<file path="src/verilog/dedekindPkg.sv">
package dedekindPkg;

    localparam int FUNC_BITS       = 128; // one monotone function of 7 variables
    localparam int NUM_PERMS       = 6;   // permutations of A, B, C
    localparam int INDEX_BITS      = 16;
    localparam int SUM_BITS        = 38;
    localparam int COUNT_BITS      = 3;
    localparam int FIFO_DEPTH      = 16;
    localparam int FIFO_COUNT_BITS = 5;   // holds 0..FIFO_DEPTH
    localparam int PIPE_LATENCY    = 4;   // accept edge to FIFO write edge

    // bot as handed from the manager to the permutation stage
    typedef struct packed {
        logic [FUNC_BITS-1:0]  bot;
        logic [INDEX_BITS-1:0] botIndex;
    } botJob_t;

    // per permutation: gap = top & ~permutedBot, valid when permutedBot is inside top
    typedef struct packed {
        logic [NUM_PERMS-1:0][FUNC_BITS-1:0] gap;
        logic [NUM_PERMS-1:0]                validPerms;
        logic [INDEX_BITS-1:0]               botIndex;
    } checkedBot_t;

    // field order matches the output word from bit 63 down, minus the zero pad
    typedef struct packed {
        logic [INDEX_BITS-1:0] botIndex;
        logic [COUNT_BITS-1:0] pcoeffCount;
        logic [SUM_BITS-1:0]   summedData;
    } pipeResult_t;

endpackage

</file>
<file path="src/verilog/openCLFullPipeline.sv">
`timescale 1ns/1ps

module openCLFullPipeline
    import dedekindPkg::*;
(
    input  logic        clock,
    input  logic        resetn,
    input  logic        ivalid,
    input  logic        iready,
    input  logic        startNewTop,
    input  logic [63:0] botLower,
    input  logic [63:0] botUpper,
    output logic        ovalid,
    output logic        oready,
    output logic [63:0] summedDataPcoeffCountOut
);

    logic [FUNC_BITS-1:0]       word;      // top or bot as startNewTop selects
    logic [FUNC_BITS-1:0]       topReg;
    botJob_t                    job;
    logic                       push;
    checkedBot_t                checked;
    pipeResult_t                result;
    pipeResult_t                dout;
    logic [FIFO_COUNT_BITS-1:0] fillLevel;

    assign word = {botUpper, botLower};

    pipelineManager pipelineMngr (
        .clock      (clock),
        .resetn     (resetn),
        .ivalid     (ivalid),
        .startNewTop(startNewTop),
        .word       (word),
        .fillLevel  (fillLevel),
        .oready     (oready),
        .topReg     (topReg),
        .job        (job),
        .issue      (),
        .push       (push)
    );

    permuteCheck6 permuteChecker (
        .clock  (clock),
        .topReg (topReg),
        .job    (job),
        .checked(checked)
    );

    termPipeline terms (
        .clock  (clock),
        .checked(checked),
        .result (result)
    );

    resultFifo resultsBuf (
        .clock    (clock),
        .resetn   (resetn),
        .push     (push),
        .din      (result),
        .iready   (iready),
        .ovalid   (ovalid),
        .dout     (dout),
        .fillLevel(fillLevel)
    );

    // index on top, then a zero pad, pcoeffCount and summedData
    assign summedDataPcoeffCountOut = {dout.botIndex,
                                       {(64 - INDEX_BITS - COUNT_BITS - SUM_BITS){1'b0}},
                                       dout.pcoeffCount,
                                       dout.summedData};

endmodule

</file>
<file path="src/verilog/permuteCheck6.sv">
`timescale 1ns/1ps

module permuteCheck6
    import dedekindPkg::*;
(
    input  logic                 clock,
    input  logic [FUNC_BITS-1:0] topReg,
    input  botJob_t              job,
    output checkedBot_t          checked
);

    logic [NUM_PERMS-1:0][FUNC_BITS-1:0] permuted;

    // Variables A, B, C sit on index bits 4, 5, 6. Each permutation only
    // reorders those three bits of the truth-table index, so with a constant
    // p the loop collapses into plain wiring.
    function automatic logic [FUNC_BITS-1:0] permuteBot(
        input logic [FUNC_BITS-1:0] f,
        input int                   p
    );
        logic [FUNC_BITS-1:0] r;
        logic [6:0]           idx;
        logic [6:0]           src;
        for (int i = 0; i < FUNC_BITS; i++) begin
            idx = 7'(i);
            src = idx;
            case (p)
                0:       src[6:4] = {idx[6], idx[5], idx[4]}; // ABC
                1:       src[6:4] = {idx[5], idx[6], idx[4]}; // ACB, swap B and C
                2:       src[6:4] = {idx[6], idx[4], idx[5]}; // BAC, swap A and B
                3:       src[6:4] = {idx[4], idx[6], idx[5]}; // BCA
                4:       src[6:4] = {idx[5], idx[4], idx[6]}; // CAB
                default: src[6:4] = {idx[4], idx[5], idx[6]}; // CBA, swap A and C
            endcase
            r[i] = f[src];
        end
        return r;
    endfunction

    always_comb begin
        for (int p = 0; p < NUM_PERMS; p++) begin
            permuted[p] = permuteBot(job.bot, p);
        end
    end

    always_ff @(posedge clock) begin
        for (int p = 0; p < NUM_PERMS; p++) begin
            checked.gap[p]        <= topReg & ~permuted[p];
            checked.validPerms[p] <= ~|(permuted[p] & ~topReg); // subset of top
        end
        checked.botIndex <= job.botIndex;
    end

endmodule

</file>
<file path="src/verilog/pipelineManager.sv">
`timescale 1ns/1ps

module pipelineManager
    import dedekindPkg::*;
(
    input  logic                       clock,
    input  logic                       resetn,
    input  logic                       ivalid,
    input  logic                       startNewTop,
    input  logic [FUNC_BITS-1:0]       word,
    input  logic [FIFO_COUNT_BITS-1:0] fillLevel,
    output logic                       oready,
    output logic [FUNC_BITS-1:0]       topReg,
    output botJob_t                    job,
    output logic                       issue,
    output logic                       push
);

    logic                       accept;
    logic [PIPE_LATENCY-1:0]    inFlight;    // one bit per occupied pipeline stage
    logic [INDEX_BITS-1:0]      botIndex;
    logic [FIFO_COUNT_BITS:0]   committed;   // fifo entries plus bots still in the pipe

    assign accept = ivalid && oready;
    assign issue  = accept && !startNewTop; // top loads never enter the pipe
    assign push   = inFlight[PIPE_LATENCY-1];

    // the datapath samples the input word directly, index travels with it
    assign job = '{bot: word, botIndex: botIndex};

    // Upper bound on what the FIFO may have to hold after this edge. A pop in
    // this cycle is ignored, so the bound is pessimistic by at most one.
    always_comb begin
        committed = (FIFO_COUNT_BITS + 1)'(fillLevel) + (FIFO_COUNT_BITS + 1)'(issue);
        for (int i = 0; i < PIPE_LATENCY; i++) begin
            committed = committed + (FIFO_COUNT_BITS + 1)'(inFlight[i]);
        end
    end

    always_ff @(posedge clock) begin
        if (resetn) begin
            inFlight <= '0;
            oready   <= 1'b0;
        end else begin
            inFlight <= {inFlight[PIPE_LATENCY-2:0], issue};
            oready   <= committed < (FIFO_COUNT_BITS + 1)'(FIFO_DEPTH); // room for one more
        end
    end

    always_ff @(posedge clock) begin
        if (resetn) begin
            topReg   <= '0;
            botIndex <= '0;
        end else if (accept && startNewTop) begin
            topReg   <= word;
            botIndex <= '0; // numbering restarts per top
        end else if (issue) begin
            botIndex <= botIndex + 1'b1;
        end
    end

endmodule

</file>
<file path="src/verilog/resultFifo.sv">
`timescale 1ns/1ps

module resultFifo
    import dedekindPkg::*;
(
    input  logic                       clock,
    input  logic                       resetn,
    input  logic                       push,
    input  pipeResult_t                din,
    input  logic                       iready,
    output logic                       ovalid,
    output pipeResult_t                dout,
    output logic [FIFO_COUNT_BITS-1:0] fillLevel
);

    pipeResult_t                mem [FIFO_DEPTH];
    logic [FIFO_COUNT_BITS-2:0] wrPtr;    // wraps at FIFO_DEPTH
    logic [FIFO_COUNT_BITS-2:0] rdPtr;
    logic [FIFO_COUNT_BITS-1:0] memCount; // entries in mem, not counting dout
    logic                       pop;
    logic                       load;

    assign pop  = ovalid && iready;
    // refill the output register whenever it is empty or being taken
    assign load = (memCount != '0) && (!ovalid || pop);

    assign fillLevel = memCount + FIFO_COUNT_BITS'(ovalid);

    always_ff @(posedge clock) begin
        if (push) begin
            mem[wrPtr] <= din;
        end
        if (load) begin
            dout <= mem[rdPtr];
        end
    end

    always_ff @(posedge clock) begin
        if (resetn) begin
            wrPtr    <= '0;
            rdPtr    <= '0;
            memCount <= '0;
            ovalid   <= 1'b0;
        end else begin
            if (push) begin
                wrPtr <= wrPtr + 1'b1;
            end
            if (load) begin
                rdPtr <= rdPtr + 1'b1;
            end
            memCount <= memCount + FIFO_COUNT_BITS'(push) - FIFO_COUNT_BITS'(load);
            if (load) begin
                ovalid <= 1'b1;
            end else if (pop) begin
                ovalid <= 1'b0; // last word left
            end
        end
    end

endmodule

</file>
<file path="src/verilog/termPipeline.sv">
`timescale 1ns/1ps

module termPipeline
    import dedekindPkg::*;
(
    input  logic        clock,
    input  checkedBot_t checked,
    output pipeResult_t result
);

    logic [NUM_PERMS-1:0][7:0]     s1Count;   // popcount of each gap, max 128
    logic [NUM_PERMS-1:0]          s1Valid;
    logic [INDEX_BITS-1:0]         s1Index;

    logic [NUM_PERMS-1:0][7:0]     masked;
    logic [NUM_PERMS/2-1:0][8:0]   pairSum;
    logic [COUNT_BITS-1:0]         validCount;

    logic [NUM_PERMS/2-1:0][8:0]   s2Pair;
    logic [COUNT_BITS-1:0]         s2Count;
    logic [INDEX_BITS-1:0]         s2Index;

    logic [SUM_BITS-1:0]           total;

    function automatic logic [7:0] popcount(input logic [FUNC_BITS-1:0] v);
        logic [7:0] n;
        n = '0;
        for (int i = 0; i < FUNC_BITS; i++) begin
            n = n + 8'(v[i]);
        end
        return n;
    endfunction

    // stage 1
    always_ff @(posedge clock) begin
        for (int p = 0; p < NUM_PERMS; p++) begin
            s1Count[p] <= popcount(checked.gap[p]);
        end
        s1Valid <= checked.validPerms;
        s1Index <= checked.botIndex;
    end

    // stage 2: drop the terms of permutations that are not below top
    always_comb begin
        for (int p = 0; p < NUM_PERMS; p++) begin
            masked[p] = s1Valid[p] ? s1Count[p] : 8'd0;
        end
        for (int k = 0; k < NUM_PERMS / 2; k++) begin
            pairSum[k] = {1'b0, masked[2*k]} + {1'b0, masked[2*k+1]};
        end
        validCount = '0;
        for (int p = 0; p < NUM_PERMS; p++) begin
            validCount = validCount + COUNT_BITS'(s1Valid[p]); // at most 6
        end
    end

    always_ff @(posedge clock) begin
        s2Pair  <= pairSum;
        s2Count <= validCount;
        s2Index <= s1Index;
    end

    // stage 3
    always_comb begin
        total = '0;
        for (int k = 0; k < NUM_PERMS / 2; k++) begin
            total = total + SUM_BITS'(s2Pair[k]);
        end
    end

    always_ff @(posedge clock) begin
        result.summedData  <= total;
        result.pcoeffCount <= s2Count;
        result.botIndex    <= s2Index;
    end

endmodule
</file>
<file path="config.mk">
export PLATFORM = sky130hd
export DESIGN_NAME = openCLFullPipeline
export DESIGN_NICKNAME = d
export VERILOG_FILES = /design/src/verilog/dedekindPkg.sv /design/src/verilog/openCLFullPipeline.sv /design/src/verilog/permuteCheck6.sv /design/src/verilog/pipelineManager.sv /design/src/verilog/resultFifo.sv /design/src/verilog/termPipeline.sv
export SDC_FILE = /design/constraint.sdc
export NUM_CORES = 2
export LEC_CHECK = 0
export ABC_AREA = 0
export BUFFER_PORTS_ARGS = -buffer_cell sky130_fd_sc_hd__buf_2
export CAP_MARGIN = 30
export CORE_MARGIN = 2
export CORE_UTILIZATION = 60
export DETAILED_ROUTE_END_ITERATION = 7
export PLACE_DENSITY = 0.81
export SLEW_MARGIN = 20
export SYNTH_ARGS = -nofsm -noshare
export SYNTH_HDL_FRONTEND = slang
export SYNTH_SLANG_ARGS = --single-unit
</file>
<file path="constraint.sdc">
create_clock -name clock -period 8.7 [get_ports clock]
set_input_delay 1.74 -clock clock [delete_from_list [all_inputs] [get_ports clock]]
set_output_delay 1.74 -clock clock [all_outputs]
set_load 0.005 [all_outputs]
</file>
Word-level counts from Yosys, hierarchy flattened
Memory sizes are Yosys's and may differ from the RTL's. A register that Yosys moved wholly into a read port is not among the register bits.
Cells that the tools add are included.

operators by class
  $add $sub $neg = 783
  magnitude comparators = 1
  mux-type cells = 10
  bitwise operators = 19
  reduce and logical (&&, ||, !) cells = 23

operators with widths
  operator               count
  $add 8x1->8            756
  $and 128x128->128      12
  $not 128->128          7
  $reduce_or 128->1      6
  $mux 8                 6
  $add 38x9->38          1
  $add 8x8->9            3
  $add 6x1->6            4
  $add 16x1->16 const B  1
  $add 1x1->2            7
  $add 3x1->3            4
  $add 5x1->5            2
  $add 9x9->10           1
  $add 4x1->4 const B    2
  $logic_not 1->1        8
  $add 5x1->6            1
  $lt 6x5->1 const B     1
  $logic_and 1x1->1      5
  $reduce_bool 5->1      1
  $sub 5x1->5            1
  $mux 1                 4
  $reduce_bool 2->1      1
  $reduce_or 2->1        1
  $logic_or 1x1->1       1

word-level totals
  register bits = 1,126
  memory bits (writable) = 912
  bits of input ports = 133
  output and inout port bits = 66
  logic and storage cells = 869
  memories kept = 1

memories
  memory          depth  bits a word  rd ports  clocked after Yosys merged registers in  write ports  line              text
  resultsBuf.mem  16     57           1         1                                        1            resultFifo.sv:16  pipeResult_t mem [FIFO_DEPTH];

Logic depth before layout (Yosys ltp)
  word-level depth = 127
  mapped depth = 27
  mapped depth without buffers = 27

By module
Synthesis repeated with hierarchy kept, for this count alone.

second synthesis, totals
  cell total of the unflattened synthesis = 6,486
  area total of the unflattened synthesis = 83,458.8 µm²

by module, submodules not included
  module              times used  cells each  area each (µm²)  sequential area each (µm²)
  resultFifo          1           1,805       37,419.6         29,378.2
  termPipeline        1           2,423       25,456.9         2,922.8
  permuteCheck6       1           1,458       14,176.1         6,846.6
  pipelineManager     1           792         6,349.8          2,982.9
  openCLFullPipeline  1           8           56.3             0.0

Least setup slack after synthesis
Ideal clock, no wire load.

  path type = reg2reg
  from = reg, netlist name permuteChecker.checked[662]
  to = reg terms.s1Count[30] (netlist bit)
  setup time = 0.118 ns
  arrival time = 6.948 ns
  data required time = 8.582 ns
  setup slack = 1.634 ns
  cell stages (with the launch flop) = 23
  buffers on the path = 0
  period minus slack after synthesis = 7.066 ns
  cell sequence = dfxtp_1 -> ha_1 -> inv_1 -> fa_1 -> fa_1 -> inv_1 -> fa_1 -> inv_1 -> fa_1 -> fa_1 -> fa_1 -> fa_1 -> fa_1 -> fa_1 -> fa_1 -> fa_1 -> fa_1 -> nor2b_1 -> o21ai_0 -> nand2b_1 -> a21o_1 -> a21oi_1 -> xnor2_1

RTL lines
  item                            line                text
  end signal: indexed assignment  termPipeline.sv:37  s1Count[p] <= popcount(checked.gap[p]);
  end: declaration                termPipeline.sv:11  logic [NUM_PERMS-1:0][7:0] s1Count;

Final worst setup path
  from = reg, netlist name permuteChecker.checked[662]
  to = reg terms.s1Count[46] (netlist bit)

on the way
  longest elaborated chain between the ends = 127

RTL lines
  item                         line                text
  $add 1x1->2                  termPipeline.sv:29  n = n + 8'(v[i]);
  $add 8x1->8 (126 in series)  termPipeline.sv:29

No other way between the ends.
A chain may end at the register's enable or synchronous reset.

==> summary.md <==
| Metric | Value |
|---|---|
| Row count | `114` |
| Switch Pwr | `4785 µW` |
| Most instantiated library cell after synthesis | `inv_1` |
| DR DRC count | `0` |
| Worst-margin pin slew | `~1.2 ns` |
| Power density over the cells | `roughly 240 nW/µm²` |
| Number of synthesis warnings | `0` |
| Most frequent cells after synthesis | `901 x inv_1, 651 x dfxtp_1, 600 x fa_1, 510 x edfxtp_1, 336 x nor2b_1` |
| Most frequent cell on the critical path | `fa_1` |
| Clock Latency Late Sink | `between 0.7 and 0.8 ns` |
| Worst Path Arrival | `roughly 8.4 ns` |
| Critical-path top delay cell | `fa_1` |
| CTS tree | `yes` |
| DP Cell Count | `around 6000` |
| Vias per inst | `approximately 6.0` |
| Area Growth Syn to Fin | `11.24%` |
| Switching share of power | `0.3106` |
| HPWL Detailed | `143400 µm` |
| Cell Chain, Critical Path | `ha_1, inv_1, fa_1, fa_1, inv_1, fa_1, inv_1, fa_1, fa_1, fa_1, fa_1, fa_1, fa_1, fa_1, fa_1, fa_1, nor2b_1, o21ai_0, nand2b_1, a21o_1, a21oi_1, xnor2_1` |
| Core Area | `between 90000 and 100000 µm²` |
| Grt total ovfl | `0` |
| RSZ-0062 raised after global routing | `no` |
| Worst slew margin | `0.2259` |
| Gate power share | `0.250` |
| CP endpoint kind | `register` |
| Final non-filler cell total | `6124` |
| Maxcap violations | `0` |
| Ports | `199` |
| 1st-iter DRT viols | `about 4400` |
| Post-synthesis sequential area ratio | `0.4884` |
| Final worst-path cycle share | `0.8892` |
| Synth area leaders | `edfxtp_1 26%, dfxtp_1 22%, fa_1 21%` |
| Fmax | `between 100 and 150 MHz` |
| Worst Path Class, Setup | `register to register` |
| # setup viols final | `0` |
| Drt first pass iters | `5` |
| Clk buf depth | `3` |
| Layout cell share with drive strength beyond 1 | `0.1181` |
| CTS-repair resized insts | `0` |
| WP buf/inv | `3` |
| CP required | `just over 9 ns` |
| Die height | `315.0 µm` |
| Clock power frac | `0.350` |
| IO buf count | `between 150 and 200` |
| Period minus WS final | `approximately 7.7 ns` |
| Via Count | `about 37000` |
| Root Driver | `clkbuf_16` |
| Max IR drop VDD | `about 0.21 mV` |
| Post-synthesis cell count | `~4500` |
| Synth area leader | `edfxtp_1` |
| Register bit total from synthesis | `between 1000 and 1500` |
| Mapped Avg Cell Area | `~13 µm²` |
| Final hold violations | `0` |
| Syn Std Cell Area | `just under 60000 µm²` |
| Seq pwr share | `0.401` |
| Yosys top cell area share | `0.2638` |
| Clock-pin slew on the worst setup and hold paths | `around 0.06 ns` |
| Critical path's largest stage delay | `~0.65 ns` |
| Initial core utilization | `0.6029` |
| Leakage | `about 0.027 µW` |
| Setup Fix Bufs, Post-CTS | `0` |
| Startpoint Class | `register` |
| Largest net degree at the start of global routing | `93` |
| H-tree depth | `3` |
| Final nets | `5673` |
| Total track usage | `0.4211` |
| TritonCTS Buffers | `about 110` |
| Max FO, Critical Path | `4` |
| Internal | `10620 µW` |
| Worst clock skew | `0.05964 ns` |
| Final setup TNS | `0 ns` |
| Initial antenna violation count | `17` |
| WL per Instance | `around 33 µm` |
| Cts hold-fix bufs | `0` |
| Die width | `roughly 320 µm` |
| Hold Crit Class | `register to register` |
| Synth cell types | `50` |
| Final Slew Violations | `0` |
| Number of global-route vias before repair | `between 30000 and 40000` |
| Run status | `completed` |
| Antenna viol nets, final | `0` |
| GP Congestion | `roughly 1.1` |
| First-pass GRT wire length | `between 200000 and 300000 µm` |
| Number of synthesized flops with an enable pin | `510` |
| # clock sinks | `1161` |
| Top cell family by delay on the critical path | `adder cells` |
| DIE AREA | `99240 µm²` |
| Synth async-reset ratio | `0` |
| Top FF cell, synth | `dfxtp_1` |
| Routed wire length | `just over 200000 µm` |
## worst paths after layout
| path | depth (start not counted) | slack, ns | from | to |
|---|---|---|---|---|
| max | 22 | 0.96 | permuteChecker.checked[662] | terms.s1Count[46] |
| min | 0 | 0.32 | permuteChecker.checked[10] | terms.s1Index[10] |
| max reg2reg | 22 | 0.96 | permuteChecker.checked[662] | terms.s1Count[46] |
| min reg2reg | 0 | 0.32 | permuteChecker.checked[10] | terms.s1Index[10] |
## per-layer routing
metal | global-route usage | vias to the layer above | share of wire
met3 | 0.08275 | 798 | 0.084
met4 | 0.3521 | 8 | 0.10
met5 | 0 | - | 0.00024
met1 | 0.4815 | 18587 | 0.34
li1 | - | 15029 | -
met2 | 0.6871 | 2546 | 0.48
## flip-flops by register name, indices dropped and copies added (netlist names), 16 cells and up
name and count:
resultsBuf.mem 480, permuteChecker.checked 342, pipelineMngr.topReg 128, terms.s1Count 48, resultsBuf.dout 30, terms.result 30, terms.s2Pair 27, pipelineMngr.botIndex 16
terms.s1Index 16, terms.s2Index 16
## power by group through the flow
stage / clock (µW) / combinational, µW / sequential (µW)
final: 5390 / 3840 / 6170
after global routing: 5590 / 4250 / 6180
after CTS: 5390 / 3830 / 6160
after detailed placement: 0 / 3700 / 6270
after global placement: 0 / 3580 / 6260
after floorplan: 0 / 2690 / 6080
## placed cells by master, fill, tap and decap left out, types with 7 or more instances in the layout
master      instances
nand4_1            15
nand2_1           297
fa_1              600
clkbuf_1           14
a21o_1             26
a21oi_1           177
buf_4              17
nor4_1             41
and2_2             17
clkinv_2           18
inv_1             901
nor2_1             63
clkbuf_8           16
clkinvlp_4         11
edfxtp_1          510
nor2b_1           334
dfxtp_1           647
xnor2_1            51
and2_1             43
bufinv_16          17
nand2b_1           13
nor3_1             11
ha_1              204
diode_2            14
buf_2             164
buf_12             14
o21ai_1            11
mux4_2            150
xor2_1             44
clkinv_1            7
clkbuf_16         114
conb_1             34
o21ai_0            21
o22ai_1           160
## worst register-to-register path, cell delays in order (launching register included)
cell and delay [ns]:
dfxtp_1 0.31, ha_1 0.28, inv_1 0.07, fa_1 0.43, fa_1 0.65, inv_1 0.15
fa_1 0.52, inv_1 0.06, fa_1 0.48, fa_1 0.54, fa_1 0.45, fa_1 0.51
fa_1 0.43, fa_1 0.51, fa_1 0.43, fa_1 0.46, fa_1 0.50, nor2b_1 0.13
o21ai_0 0.09, nand2b_1 0.13, a21o_1 0.15, a21oi_1 0.10, xnor2_1 0.27
## cell families (layout without fill, tap and decap cells)
kind of cell,after synthesis,count (layout),share of synthesized area
flops,1161,1161,0.4884
buf+inv,1022,1314,0.06907
simple gates,862,862,0.07741
fa+ha+maj,804,804,0.2509
compound gates,412,412,0.04128
mux,152,152,0.05855
xor+xnor,95,95,0.01434
other cells,1,48,0.00006461
## cell type report
type	count	area [µm²]
inverters	904	3393
flip-flops and latches	1161	28360
well taps	1276	1597
repair buffers	197	1239
multi-input cells	2359	25860
fillers	6474	31710
clock buffers	148	3148
diodes	14	35.03
clock inverters	65	932.1
## through the flow
| step | util | power [µW] | setup WS [ns] | hold WS (ns) | instance area [µm²] |
|---|---|---|---|---|---|
| 3_3_place_gp | 0.6249 | 9848 | 1.076 | 0.3100 | 60170 |
| 2_1_floorplan | - | 8779 | 1.634 | 0.3096 | 58170 |
| 6_report | 0.6706 | 15410 | 0.9639 | 0.3187 | 64570 |
| 5_1_grt | 0.6705 | 16020 | 0.7546 | 0.3221 | 64560 |
| 4_1_cts | 0.6700 | 15380 | 1.016 | 0.3150 | 64510 |
| 3_5_place_dp | 0.6277 | 9969 | 1.105 | 0.3121 | 60430 |
Note: power is estimated with default switching activity, not from simulation.
